`config.mk`:
```
export PLATFORM = sky130hd
export DESIGN_NAME = decode_top
export DESIGN_NICKNAME = d
export VERILOG_FILES = /design/src/hdl/decode_pkg.sv /design/src/hdl/field_selector.sv /design/src/hdl/ucontrol_store.sv /design/src/hdl/prefix_opcode_decode.sv /design/src/hdl/decode_stage2.sv /design/src/hdl/decode_top.sv
export SDC_FILE = /design/constraint.sdc
export NUM_CORES = 1
export LEC_CHECK = 0
export BUFFER_PORTS_ARGS = -buffer_cell sky130_fd_sc_hd__buf_2
export CAP_MARGIN = 25
export CORE_AREA = 3 3 245 247
export CTS_CLUSTER_SIZE = 16
export DETAILED_ROUTE_END_ITERATION = 6
export DIE_AREA = 0 0 248 250
export PLACE_DENSITY_LB_ADDON = 0.05
export SYNTH_ARGS = -nofsm -noshare
export SYNTH_HDL_FRONTEND = slang
export SYNTH_SLANG_ARGS = --single-unit
export TNS_END_PERCENT = 20
```
`constraint.sdc`:
```
create_clock -name clk -period 4.3 [get_ports clk]
set_clock_uncertainty 0.05 [all_clocks]
set_input_delay 0.43 -clock clk [delete_from_list [all_inputs] [get_ports clk]]
set_output_delay 0.43 -clock clk [all_outputs]
set_load 0.01 [all_outputs]
```
`src/hdl/decode_pkg.sv`:
```
package decode_pkg;

   localparam int ir_bytes = 16;
   localparam int eip_w    = 32;
   localparam int reg_id_w = 3;

   // segment register ids
   localparam logic [2:0] seg_es = 3'd0;
   localparam logic [2:0] seg_cs = 3'd1;
   localparam logic [2:0] seg_ss = 3'd2;
   localparam logic [2:0] seg_ds = 3'd3;
   localparam logic [2:0] seg_fs = 3'd4;
   localparam logic [2:0] seg_gs = 3'd5;

   typedef enum logic [3:0] {
      op_add_rm_r,
      op_add_eax_imm,
      op_mov_r_rm,
      op_mov_rm_imm,
      op_push_seg,
      op_jmp_rel,
      op_movq_mm,
      op_cmpxchg,
      op_invalid
   } x86_op_e;

   // same numbering as the modrm reg field of the group-1 opcodes
   typedef enum logic [2:0] {
      alu_add,
      alu_or,
      alu_adc,
      alu_sbb,
      alu_and,
      alu_sub,
      alu_xor,
      alu_pass
   } alu_op_e;

   typedef enum logic [1:0] {
      disp_none,
      disp_8,
      disp_32
   } disp_size_e;

   typedef enum logic [1:0] {
      imm_none,
      imm_16,
      imm_32
   } imm_size_e;

   typedef struct packed {
      logic                    valid;
      logic [ir_bytes*8-1:0]   ir;
      logic [eip_w-1:0]        eip;
      logic [15:0]             cs;
   } fetch_t;

   typedef struct packed {
      logic                    valid;
      logic [ir_bytes*8-1:0]   ir;
      logic [eip_w-1:0]        eip;
      logic [15:0]             cs;
      x86_op_e                 op;
      logic [7:0]              modrm;
      logic [7:0]              sib;
      logic                    operand_override;
      logic                    segment_override;
      logic [2:0]              prefix_seg;
      logic                    modrm_present;
      logic                    sib_present;
      disp_size_e              disp_size;
      logic [3:0]              disp_pos;
      imm_size_e               imm_size;
      logic [3:0]              imm_pos;
      logic [3:0]              length;
   } d1_t;

   // one microcode word, mux_* bits select the modrm-derived value
   typedef struct packed {
      alu_op_e                 aluk;
      logic                    mux_aluk;
      logic                    mem_rd;
      logic                    mem_wr;
      logic                    mux_mem;
      logic                    ld_gpr;
      logic                    mux_ld_gpr;
      logic                    ld_mm;
      logic                    mm1_needed;
      logic                    sr1_needed;
      logic [reg_id_w-1:0]     sr1_fixed;
      logic                    mux_sr1;
      logic                    seg2_reg;
   } ctrl_word_t;

   typedef struct packed {
      logic                    valid;
      logic [eip_w-1:0]        next_eip;
      logic [15:0]             cs;
      alu_op_e                 aluk;
      logic                    mem_rd;
      logic                    mem_wr;
      logic                    ld_gpr;
      logic                    ld_mm;
      logic [reg_id_w-1:0]     sr1;
      logic [reg_id_w-1:0]     sr2;
      logic [reg_id_w-1:0]     sr3;
      logic [reg_id_w-1:0]     sr4;
      logic [2:0]              seg1;
      logic [2:0]              seg2;
      logic [1:0]              data_size;
      logic [31:0]             disp32;
      logic [31:0]             imm32;
      logic                    sr1_needed;
      logic                    mm1_needed;
      logic                    cmpxchg;
      logic                    invalid;
   } uop_t;

endpackage

```
`src/hdl/field_selector.sv`:
```
`timescale 1ns/100ps

module field_selector (
   input  logic [decode_pkg::ir_bytes*8-1:0] ir,
   input  decode_pkg::disp_size_e            disp_size,
   input  logic [3:0]                        disp_pos,
   input  decode_pkg::imm_size_e             imm_size,
   input  logic [3:0]                        imm_pos,
   output logic [31:0]                       disp32,
   output logic [31:0]                       imm32
);

   // three spare bytes so a 4-byte pick never runs off the window
   logic [(decode_pkg::ir_bytes+3)*8-1:0] ir_ext;
   logic [31:0]                           disp_raw;
   logic [31:0]                           imm_raw;

   assign ir_ext   = {24'h000000, ir};

   // little endian, lowest byte at the given position
   assign disp_raw = ir_ext[8*disp_pos +: 32];
   assign imm_raw  = ir_ext[8*imm_pos +: 32];

   always_comb begin
      case (disp_size)
         decode_pkg::disp_8:  disp32 = {{24{disp_raw[7]}}, disp_raw[7:0]};
         decode_pkg::disp_32: disp32 = disp_raw;
         default:             disp32 = 32'h0;
      endcase
   end

   always_comb begin
      case (imm_size)
         decode_pkg::imm_16: imm32 = {16'h0000, imm_raw[15:0]};
         decode_pkg::imm_32: imm32 = imm_raw;
         default:            imm32 = 32'h0;
      endcase
   end

endmodule

```
`src/hdl/ucontrol_store.sv`:
```
`timescale 1ns/100ps

module ucontrol_store (
   input  decode_pkg::x86_op_e     op,
   output decode_pkg::ctrl_word_t  control_signal
);

   always_comb begin
      control_signal = '0;
      case (op)
         decode_pkg::op_add_rm_r: begin
            control_signal.aluk       = decode_pkg::alu_add;
            control_signal.mem_rd     = 1'b1;
            control_signal.mem_wr     = 1'b1;
            control_signal.mux_mem    = 1'b1;
            control_signal.mux_ld_gpr = 1'b1;
            control_signal.sr1_needed = 1'b1;
         end
         decode_pkg::op_add_eax_imm: begin
            // accumulator form, eax is id 0
            control_signal.aluk       = decode_pkg::alu_add;
            control_signal.ld_gpr     = 1'b1;
            control_signal.sr1_needed = 1'b1;
            control_signal.sr1_fixed  = 3'd0;
            control_signal.mux_sr1    = 1'b1;
         end
         decode_pkg::op_mov_r_rm: begin
            control_signal.aluk       = decode_pkg::alu_pass;
            control_signal.mem_rd     = 1'b1;
            control_signal.mux_mem    = 1'b1;
            control_signal.ld_gpr     = 1'b1;
            control_signal.sr1_needed = 1'b1;
         end
         decode_pkg::op_mov_rm_imm: begin
            control_signal.aluk       = decode_pkg::alu_pass;
            control_signal.mem_wr     = 1'b1;
            control_signal.mux_mem    = 1'b1;
            control_signal.mux_ld_gpr = 1'b1;
            control_signal.sr1_needed = 1'b1;
         end
         decode_pkg::op_push_seg: begin
            // stack pointer is the address base
            control_signal.aluk       = decode_pkg::alu_pass;
            control_signal.mem_wr     = 1'b1;
            control_signal.sr1_needed = 1'b1;
            control_signal.sr1_fixed  = 3'd4;
            control_signal.mux_sr1    = 1'b1;
         end
         decode_pkg::op_jmp_rel: begin
            control_signal.aluk       = decode_pkg::alu_add;
         end
         decode_pkg::op_movq_mm: begin
            control_signal.aluk       = decode_pkg::alu_pass;
            control_signal.mem_wr     = 1'b1;
            control_signal.mux_mem    = 1'b1;
            control_signal.mm1_needed = 1'b1;
         end
         decode_pkg::op_cmpxchg: begin
            control_signal.aluk       = decode_pkg::alu_sub;
            control_signal.mem_rd     = 1'b1;
            control_signal.mem_wr     = 1'b1;
            control_signal.mux_mem    = 1'b1;
            control_signal.ld_gpr     = 1'b1;
            control_signal.sr1_needed = 1'b1;
         end
         default: control_signal = '0;
      endcase
   end

endmodule

```
`src/hdl/prefix_opcode_decode.sv`:
```
`timescale 1ns/100ps

module prefix_opcode_decode (
   input  logic                clk,
   input  logic                rst_n,
   input  decode_pkg::fetch_t  fetch,
   output decode_pkg::d1_t     d1
);

   decode_pkg::d1_t  d1_n;
   decode_pkg::d1_t  d1_r;
   logic             valid_r;
   logic             in_prefix;
   logic             two_byte;
   logic [7:0]       pbyte;
   logic [7:0]       opc1;
   logic [7:0]       opc2;
   logic [3:0]       opc_pos;
   logic [3:0]       modrm_pos;
   logic [3:0]       field_pos;
   logic [3:0]       disp_bytes;
   logic [3:0]       imm_bytes;

   function automatic logic [7:0] win_byte(input logic [decode_pkg::ir_bytes*8-1:0] ir,
                                           input logic [3:0] idx);
      return ir[8*idx +: 8];
   endfunction

   always_comb begin
      d1_n            = '0;
      d1_n.valid      = fetch.valid;
      d1_n.ir         = fetch.ir;
      d1_n.eip        = fetch.eip;
      d1_n.cs         = fetch.cs;
      d1_n.prefix_seg = decode_pkg::seg_ds;
      d1_n.op         = decode_pkg::op_invalid;
      d1_n.disp_size  = decode_pkg::disp_none;
      d1_n.imm_size   = decode_pkg::imm_none;
      opc_pos         = 4'd0;
      in_prefix       = 1'b1;

      // prefix scan, last segment byte wins
      for (int i = 0; i < 4; i++) begin
         pbyte = fetch.ir[8*i +: 8];
         if (in_prefix) begin
            case (pbyte)
               8'h66:   d1_n.operand_override = 1'b1;
               8'h26:   d1_n.prefix_seg = decode_pkg::seg_es;
               8'h2e:   d1_n.prefix_seg = decode_pkg::seg_cs;
               8'h36:   d1_n.prefix_seg = decode_pkg::seg_ss;
               8'h3e:   d1_n.prefix_seg = decode_pkg::seg_ds;
               8'h64:   d1_n.prefix_seg = decode_pkg::seg_fs;
               8'h65:   d1_n.prefix_seg = decode_pkg::seg_gs;
               default: in_prefix = 1'b0;
            endcase
            if (in_prefix) begin
               opc_pos = opc_pos + 4'd1;
               if (pbyte != 8'h66)
                  d1_n.segment_override = 1'b1;
            end
         end
      end

      opc1     = win_byte(fetch.ir, opc_pos);
      opc2     = win_byte(fetch.ir, opc_pos + 4'd1);
      two_byte = (opc1 == 8'h0f);

      if (two_byte) begin
         case (opc2)
            8'h7f:        d1_n.op = decode_pkg::op_movq_mm;
            8'hb0, 8'hb1: d1_n.op = decode_pkg::op_cmpxchg;
            default:      d1_n.op = decode_pkg::op_invalid;
         endcase
      end else begin
         case (opc1)
            8'h01:               d1_n.op = decode_pkg::op_add_rm_r;
            8'h05:               d1_n.op = decode_pkg::op_add_eax_imm;
            8'h8b:               d1_n.op = decode_pkg::op_mov_r_rm;
            8'hc7:               d1_n.op = decode_pkg::op_mov_rm_imm;
            8'h06, 8'h16, 8'h1e: d1_n.op = decode_pkg::op_push_seg;
            8'he9:               d1_n.op = decode_pkg::op_jmp_rel;
            default:             d1_n.op = decode_pkg::op_invalid;
         endcase
      end

      case (d1_n.op)
         decode_pkg::op_add_rm_r, decode_pkg::op_mov_r_rm, decode_pkg::op_mov_rm_imm,
         decode_pkg::op_movq_mm, decode_pkg::op_cmpxchg: d1_n.modrm_present = 1'b1;
         default:                                       d1_n.modrm_present = 1'b0;
      endcase

      modrm_pos = opc_pos + {3'b000, two_byte} + 4'd1;

      // modrm and sib stay zero when absent
      if (d1_n.modrm_present) begin
         d1_n.modrm       = win_byte(fetch.ir, modrm_pos);
         d1_n.sib_present = (d1_n.modrm[7:6] != 2'b11) && (d1_n.modrm[2:0] == 3'b100);
         if (d1_n.sib_present)
            d1_n.sib = win_byte(fetch.ir, modrm_pos + 4'd1);
         case (d1_n.modrm[7:6])
            2'b01: d1_n.disp_size = decode_pkg::disp_8;
            2'b10: d1_n.disp_size = decode_pkg::disp_32;
            2'b00: begin
               if (d1_n.modrm[2:0] == 3'b101 || (d1_n.sib_present && d1_n.sib[2:0] == 3'b101))
                  d1_n.disp_size = decode_pkg::disp_32;
            end
            default: d1_n.disp_size = decode_pkg::disp_none;
         endcase
      end

      case (d1_n.op)
         decode_pkg::op_add_eax_imm, decode_pkg::op_mov_rm_imm, decode_pkg::op_jmp_rel:
            d1_n.imm_size = d1_n.operand_override ? decode_pkg::imm_16 : decode_pkg::imm_32;
         default:
            d1_n.imm_size = decode_pkg::imm_none;
      endcase

      case (d1_n.disp_size)
         decode_pkg::disp_8:  disp_bytes = 4'd1;
         decode_pkg::disp_32: disp_bytes = 4'd4;
         default:             disp_bytes = 4'd0;
      endcase
      case (d1_n.imm_size)
         decode_pkg::imm_16: imm_bytes = 4'd2;
         decode_pkg::imm_32: imm_bytes = 4'd4;
         default:            imm_bytes = 4'd0;
      endcase

      // layout after the opcode: modrm, sib, disp, imm
      field_pos     = modrm_pos + {3'b000, d1_n.modrm_present} + {3'b000, d1_n.sib_present};
      d1_n.disp_pos = field_pos;
      d1_n.imm_pos  = field_pos + disp_bytes;
      d1_n.length   = d1_n.imm_pos + imm_bytes;
   end

   always_ff @(posedge clk or negedge rst_n) begin
      if (!rst_n) begin
         valid_r <= 1'b0;
      end else begin
         valid_r <= d1_n.valid;
      end
   end

   always_ff @(posedge clk) begin
      d1_r <= d1_n;
   end

   always_comb begin
      d1       = d1_r;
      d1.valid = valid_r;
   end

endmodule

```
`src/hdl/decode_stage2.sv`:
```
`timescale 1ns/100ps

module decode_stage2 (
   input  logic             clk,
   input  logic             rst_n,
   input  decode_pkg::d1_t  d1,
   output decode_pkg::uop_t uop
);

   decode_pkg::ctrl_word_t           cw;
   decode_pkg::uop_t                 uop_n;
   decode_pkg::uop_t                 uop_r;
   logic                             valid_r;
   logic [31:0]                      disp32;
   logic [31:0]                      imm32;
   logic                             mod_reg;
   logic                             mod_mem;
   logic                             is_movq;
   logic                             ss_base;
   logic [decode_pkg::reg_id_w-1:0]  base_id;
   logic [3:0]                       opc_idx;
   logic [7:0]                       push_opc;

   field_selector u_field_selector (
      .ir        (d1.ir),
      .disp_size (d1.disp_size),
      .disp_pos  (d1.disp_pos),
      .imm_size  (d1.imm_size),
      .imm_pos   (d1.imm_pos),
      .disp32    (disp32),
      .imm32     (imm32)
   );

   ucontrol_store u_ucontrol_store (
      .op             (d1.op),
      .control_signal (cw)
   );

   assign mod_reg = (d1.modrm[7:6] == 2'b11);
   assign mod_mem = !mod_reg;
   assign is_movq = (d1.op == decode_pkg::op_movq_mm);
   assign base_id = d1.sib_present ? d1.sib[2:0] : d1.modrm[2:0];

   // push is one byte, so its opcode is the last byte of the instruction
   assign opc_idx  = d1.length - 4'd1;
   assign push_opc = d1.ir[8*opc_idx +: 8];

   // esp base, or ebp base with a displacement
   assign ss_base = d1.modrm_present && mod_mem &&
                    (base_id == 3'd4 || (base_id == 3'd5 && d1.modrm[7:6] != 2'b00));

   always_comb begin
      uop_n            = '0;
      uop_n.valid      = d1.valid;
      uop_n.cs         = d1.cs;
      uop_n.next_eip   = d1.eip + {{(decode_pkg::eip_w-4){1'b0}}, d1.length};
      uop_n.disp32     = disp32;
      uop_n.imm32      = imm32;

      uop_n.aluk   = cw.mux_aluk ? decode_pkg::alu_op_e'(d1.modrm[5:3]) : cw.aluk;
      uop_n.mem_rd = cw.mux_mem ? (cw.mem_rd & mod_mem) : cw.mem_rd;
      uop_n.mem_wr = cw.mux_mem ? (cw.mem_wr & mod_mem) : cw.mem_wr;
      uop_n.ld_gpr = cw.mux_ld_gpr ? mod_reg : cw.ld_gpr;

      // movq register form writes the mm file
      uop_n.ld_mm      = cw.ld_mm | (mod_reg & is_movq);
      uop_n.mm1_needed = cw.mm1_needed & mod_reg & !is_movq;
      uop_n.sr1_needed = cw.sr1_needed | (cw.mm1_needed & mod_mem);

      uop_n.sr1 = cw.mux_sr1 ? cw.sr1_fixed : base_id;
      uop_n.sr2 = d1.modrm[5:3];
      uop_n.sr3 = d1.modrm[5:3];
      uop_n.sr4 = d1.sib[5:3];

      if (d1.segment_override)
         uop_n.seg1 = d1.prefix_seg;
      else if (d1.op == decode_pkg::op_push_seg)
         uop_n.seg1 = {1'b0, push_opc[4:3]};
      else if (ss_base)
         uop_n.seg1 = decode_pkg::seg_ss;
      else
         uop_n.seg1 = decode_pkg::seg_ds;
      uop_n.seg2 = cw.seg2_reg ? d1.modrm[5:3] : decode_pkg::seg_ss;

      uop_n.data_size = d1.operand_override ? 2'b01 : 2'b10;
      uop_n.cmpxchg   = (d1.op == decode_pkg::op_cmpxchg);
      uop_n.invalid   = (d1.op == decode_pkg::op_invalid);
   end

   always_ff @(posedge clk or negedge rst_n) begin
      if (!rst_n) begin
         valid_r <= 1'b0;
      end else begin
         valid_r <= uop_n.valid;
      end
   end

   always_ff @(posedge clk) begin
      uop_r <= uop_n;
   end

   always_comb begin
      uop       = uop_r;
      uop.valid = valid_r;
   end

endmodule

```
`src/hdl/decode_top.sv`:
```
`timescale 1ns/100ps

module decode_top (
   input  logic               clk,
   input  logic               rst_n,
   input  decode_pkg::fetch_t fetch,
   output decode_pkg::uop_t   uop
);

   // stage one result, one item per cycle
   decode_pkg::d1_t d1;

   prefix_opcode_decode u_prefix_opcode_decode (
      .clk   (clk),
      .rst_n (rst_n),
      .fetch (fetch),
      .d1    (d1)
   );

   decode_stage2 u_decode_stage2 (
      .clk   (clk),
      .rst_n (rst_n),
      .d1    (d1),
      .uop   (uop)
   );

endmodule

```
==> metrics.txt, run 1 <==
Ports approximately 320; unrepaired setup endpoints after global routing true; ys async rst share 0.565%; most frequent cells after synthesis dfxtp_1 (352), mux2i_1 (233), nand2_1 (211); initial antenna violation count 3; Peak VDD IR roughly 0.29 mV; Slew Limit Fails 0; largest net degree at the start of global routing about 110; fin area between 20000 and 30000 sq um; die extent in y ~250 microns; Die W roughly 250 microns; most common cell in the netlist dfxtp_1; DP Worst Slack -3.20 ns; failing checks negative setup slack; DP HPWL roughly 70000 microns; # setup viols final 29; Synth Area in Simple Gates ~13%; mux share of post-synthesis cell area 27.0%; # Max-Cap Violations 0; Worst Tran Pin Value 0.912 ns; Via-to-Cell Ratio roughly 5.7; GR peak layer met2; Crit path required time approximately 4.7 ns; Buffers on Ports roughly 320; ranking of synthesized cells by area dfxtp_1 (35%), mux4_2 (12%), mux2i_1 (12%); xor and xnor area share after synthesis under 10%; Worst Hold Class in2reg; cells on worst reg2reg path 7; critical path class in2reg; crit path DAT around 7 ns; Yosys top cell area share a little over a third; first drt pass iteration count 6; Clock Sink Count approximately 350; final count of hold timing violations 0; Clock Path Buffers 3; Congestion Overflow GR 0; clock-pin slew on the worst setup and hold paths 0.06 ns; Final period util 156%; GR Layer Usage met3 between 4 and 5%; Fin Hold WS between 0.03 and 0.04 ns; status complete, but fails checks; CP startpoint kind input pin; Yosys top cell by area dfxtp_1; first-pass GRT wire length 130000 microns; P per Cell Area just over 300 nW/um^2; number of global-route vias before repair between 15000 and 20000; GR met2 Demand/Resource approximately 45%; # rows 88; Lkg Pwr 11.7 nW; final RePlAce weighted congestion around 1; final worst slack -2.42 ns; Yosys cell types 90; Syn Std Cell Area ~20000 sq um; Total Routed Length 89500 microns; Yosys Warn Count 0; DIE AREA just over 60000 sq um; Syn Area/Cell approximately 9.6 sq um; Routed Antenna Nets 0; Pwr Total 8.44 mW; latest clock arrival within the worst-skew pair between 0.5 and 0.6 ns; Iteration-0 DRC Markers ~1700; nature of the critical path endpoint flop; Synth Area in Compound Gates roughly 17%; Post-Synthesis Cells 2105; largest family of logic cells by synthesized area multiplexers; Core ar. ~58000 sq um; grt met1 use between 30% and 40%; vias post-DR approximately 20000; Worst Hold Path Cells 1; relative slew slack ~39%; Critical Path Max Stage Delay approximately 0.41 ns; gr usage total 28.3%; CP max FO 7; CTS root buf clkbuf_16; Top FF cell, synth dfxtp_1; area share of fa/ha/maj cells after synthesis approximately 1.4%; Seq cells post-synth roughly 350; minimum clock period 6.72 ns; Peak Freq 149 MHz; WL/cell between 20 and 30 microns; Initial Util about a third; Seq/Total Area, Yosys approximately a third; dpl cell area between 20000 and 25000 sq um; nets approximately 2900; most numerous cell on the critical path ha_4; share of layout cells above drive strength 1 a little over a third; EDFF count, synth 0; TritonCTS clock tree yes; Area Growth Syn to Fin 36.1%; drt drc 0; Worst path slowest cell xnor3_1; TritonCTS Buffers approximately 40; H-tree depth 2
## cell usage in the layout, fill, tap and decap left out, types with 19 or more instances in the layout
cell,count
xnor2_1,31
mux2_2,59
nand3_1,33
dfxtp_1,347
clkbuf_16,43
a21oi_1,128
mux4_2,108
nor2_1,134
buf_2,315
o221ai_1,39
o211ai_1,34
buf_4,286
mux2i_1,230
nor2b_1,29
dlygate4sd3_1,111
nor3_1,20
o21ai_0,86
and3_1,19
a211oi_1,67
nand2_1,208
inv_1,28
## sequential cells by signal, summed over array words and instances, names as in the netlist
register	count
u_decode_stage2.uop	136
u_prefix_opcode_decode.d1	216
u_prefix_opcode_decode.valid_r	1
u_decode_stage2.valid_r	1
## metrics by stage
| step | cells | utilization, % | setup TNS (ns) |
|---|---|---|---|
| 3_3_place_gp | 3284 | 42.1 | -54.85 |
| 6_report | 3509 | 47.7 | -41.31 |
| 4_1_cts | 3496 | 47.2 | -38.13 |
| 2_1_floorplan | 2107 | - | -53.91 |
| 5_1_grt | 3506 | 47.7 | -47.49 |
| 3_5_place_dp | 3289 | 42.2 | -56.54 |
## metal layers
| layer | routed length (microns) | vias up | part of all wire [%] |
|---|---|---|---|
| met1 | 37700 | 9843 | 42 |
| met3 | 6310 | 182 | 7.1 |
| li1 | - | 9118 | - |
| met5 | 0 | - | 0 |
| met2 | 41000 | 879 | 46 |
| met4 | 4510 | 0 | 5.0 |
## where the power goes
part           switching [mW]  internal [mW]
registers               0.197           3.41
clock network            1.37           2.09
logic                   0.676          0.701
## critical path: cells and delay by family
| kind | cells | cell delay (ns) |
|---|---|---|
| multiplexers | 1 | 0.26 |
| AO/OA/AOI/OAI | 9 | 1.54 |
| AND/OR/NAND/NOR | 9 | 1.86 |
| adder cells (fa/ha/maj) | 6 | 1.23 |
| buffers and inverters | 8 | 0.89 |
| XOR/XNOR | 4 | 0.89 |
## layout make-up
cell class                 instances  area [sq um]
antenna                            3          7.51
sequential                       354          7110
timing repair buffer             739          5230
fill                            5482         30200
clock buffer                      58          1170
multi-input combinational       1540         12800
inverter                          36           143
tap                              765           957
clock inverter                    14           183
## what timing repair did
item,4_1_cts,5_1_grt
hold buffers,111,0
resized for setup,59,35
setup endpoints to repair,29,31
gates cloned,0,0
buffers inserted,24,10
pin swaps,28,26
endpoints found under the hold margin,112,0
## cells by family after synthesis
logic type	count (synthesis)
other	2
XOR/XNOR	49
AO/OA/AOI/OAI	508
buffers and inverters	213
adder cells (fa/ha/maj)	22
multiplexers	403
flip-flops	354
AND/OR/NAND/NOR	554
## final timing paths
| path | start | end | slack [ns] |
|---|---|---|---|
| worst max-delay path | fetch[51] | u_prefix_opcode_decode.d1[3] | -2.42 |
| worst min-delay path | fetch[114] | u_prefix_opcode_decode.d1[157] | 0.04 |
| worst max register to register | u_prefix_opcode_decode.d1[5] | u_decode_stage2.uop[11] | 1.27 |
| worst min register to register | u_prefix_opcode_decode.d1[28] | u_decode_stage2.uop[78] | 0.27 |
| max in group asynchronous | rst_n | u_prefix_opcode_decode.valid_r | 3.99 |
| min in group asynchronous | rst_n | u_decode_stage2.valid_r | 0.12 |
No activity file was read; power rests on OpenSTA's default activity.
==> run 2, diff against run 1 <==
- PLACE_DENSITY_LB_ADDON: 0.05 -> unset
- SETUP_SLACK_MARGIN: unset -> 0.02
==> run 2 against run 1 <==
Effect of this change:
- the run still ends with negative setup slack left
- combinational power about the same
- register-to-register slack got worse by 0.36 ns
- critical path depth stayed put
- sequential power about the same
- clock power is essentially flat
- clock-buffer cell count down 4
- flip-flop and latch count stayed put
- design area decreased by 0.83%
- maximum frequency increased by 1.7%
- total power is essentially flat
- via count is 1.9% higher
- sequential share of layout area grew 0.22 points
==> metrics.txt, run 2 (same netlist as run 1, synthesis figures left out) <==
drt drc 0; most numerous cell on the critical path ha_4; Final period util 154%; area of the multi-input gates around 13000 sq um; first drt pass iteration count 7; Total Routed Length about 88000 microns; Buffers on Ports ~320; Peak Freq roughly 150 MHz; Peak VDD IR roughly 0.30 mV; CP startpoint kind input pin; Routed Antenna Nets 0; Fin Hold WS about 0.026 ns; Die W 248 microns; Clock Sink Count about 350; TritonCTS clock tree yes; Worst Setup EP u_prefix_opcode_decode.d1[3]; CP top delay family compound AO/OA/AOI/OAI gates; CTS root buf clkbuf_16; cells on worst reg2reg path 6; DIE AREA 62000 sq um; Crit path required time ~4.7 ns; CP startpoint fetch[51]; dpl cell area between 20000 and 25000 sq um; nets between 2000 and 3000; first-pass GRT wire length about 130000 microns; Worst Hold Class in2reg; final RePlAce weighted congestion just under 1; share of layout cells above drive strength 1 34.7%; status complete, but fails checks; most frequent cells in the layout dfxtp_1 (347), buf_2 (316), buf_4 (266); relative slew slack between 20% and 30%; Via-to-Cell Ratio ~6; Core ar. 57800 sq um; largest net degree at the start of global routing 142; Initial Util 35.0%; CP bufs+invs 9; clock-pin slew on the worst setup and hold paths 0.07 ns; non-filler cells, final between 3000 and 4000; Lkg Pwr around 12 nW; Ports 323; max FFs per register between 200 and 250; vias post-DR between 20000 and 25000; final count of hold timing violations 0; Area Growth Syn to Fin 35.0%; gr usage total 27.4%; crit path DAT around 7 ns; commonest non-fill, non-tap cell in the layout dfxtp_1; Slew Limit Fails 0; # setup viols final 31; Congestion Overflow GR 0; fin area ~27000 sq um; stages on the worst setup path 37; Worst path slowest cell a2111oi_4; Clock Path Buffers 3; initial antenna violation count 4; # Max-Cap Violations 0; die extent in y approximately 250 microns; number of global-route vias before repair 20400; TritonCTS Buffers 40; fillcell total approximately 5400; failing checks negative setup slack; unrepaired setup endpoints after global routing true; Worst Tran Pin Value 1.16 ns; nature of the critical path endpoint flop; r2r startpoint u_prefix_opcode_decode.d1[5]; # rows 88; DP HPWL roughly 68000 microns; WL/cell approximately 25 microns; FF-to-FF End u_decode_stage2.uop[5]; P per Cell Area around 310 nW/um^2; H-tree depth 2; final worst slack -2.31 ns; latest clock arrival within the worst-skew pair 0.59 ns; critical path class in2reg; register area a little over 7000 sq um; Iteration-0 DRC Markers a little under 2000; minimum clock period roughly 6.6 ns; Critical Path Max Stage Delay 0.41 ns; placed cell count approximately 3300; CP max FO 11; R2R setup slack a little over 0.9 ns
==> run 2: cell types whose count changed in the layout (fill, tap and decap cells not counted), moves of 3 or more <==
cell and delta:
clkbuf_16 -3, o21ai_1 +3, ha_2 -4, a211oi_1 -3
ha_4 +3, buf_4 -20, buf_6 +3, a211oi_2 +3
dlygate4sd3_1 -9
==> run 2: how the worst min path moves through the flow <==
stage / end / depth (start not counted) / start / slack, ns
6_report: u_prefix_opcode_decode.d1[189] / 1 / fetch[146] / 0.03
5_1_grt: u_prefix_opcode_decode.d1[189] / 1 / fetch[146] / 0.007
4_1_cts: u_prefix_opcode_decode.d1[156] / 1 / fetch[113] / 0.005
3_5_place_dp: u_prefix_opcode_decode.valid_r / 1 / rst_n / 0.17
3_3_place_gp: u_decode_stage2.valid_r / 1 / rst_n / 0.16
2_1_floorplan: u_decode_stage2.valid_r / 0 / rst_n / 0.08
==> run 2: final cells by class <==
type                    instances  area share, %
inverters                      36          0.522
multi-input cells            1540           46.8
diodes                          3         0.0275
clock inverters                20          0.933
repair buffers                710           18.2
well taps                     765           3.50
clock buffers                  54           4.00
flip-flops and latches        354           26.0
==> run 2: repair_timing <==
action	4_1_cts	5_1_grt
pin swaps	10	22
setup buffers	9	7
resized for setup	54	34
gates cloned	0	0
setup endpoints to repair	31	31
hold endpoints to repair	103	0
hold buffers	102	0
==> run 2: stage by stage <==
stage,worst slack [ns],utilization [%],power [mW],TNS [ns]
2_1_floorplan,-3.07,-,4.31,-53.91
4_1_cts,-2.32,46.9,8.47,-29.72
6_report,-2.31,47.3,8.44,-31.52
5_1_grt,-2.54,47.3,8.74,-37.09
3_5_place_dp,-3.18,42.2,4.90,-57.75
3_3_place_gp,-3.11,42.2,4.88,-56.29
==> run 2: per-layer routing <==
layer	global-route usage (%)	routed length, microns	up-vias	share of wire (%)
li1	-	-	9054	-
met1	34.8	34700	9873	39
met5	0	0	-	0
met2	43.7	40500	1208	46
met4	14.7	5340	0	6.1
met3	5.50	7580	258	8.6
==> run 2: worst register-to-register path, cell delays in order (launching register included) <==
cell       delay (ns)
dfxtp_4          0.70
nand2_1          0.52
buf_4            0.38
o221ai_1         0.28
o31ai_1          0.12
a2111oi_0        1.03
buf_4            0.25
==> run 2: power by group <==
part / leakage (nW) / switching, mW / internal (mW) / total [mW]
clock: 0.652 / 1.45 / 2.01 / 3.46
sequential: 2.95 / 0.187 / 3.41 / 3.59
combinational: 7.96 / 0.687 / 0.695 / 1.38
total: 11.6 / 2.32 / 6.11 / 8.44
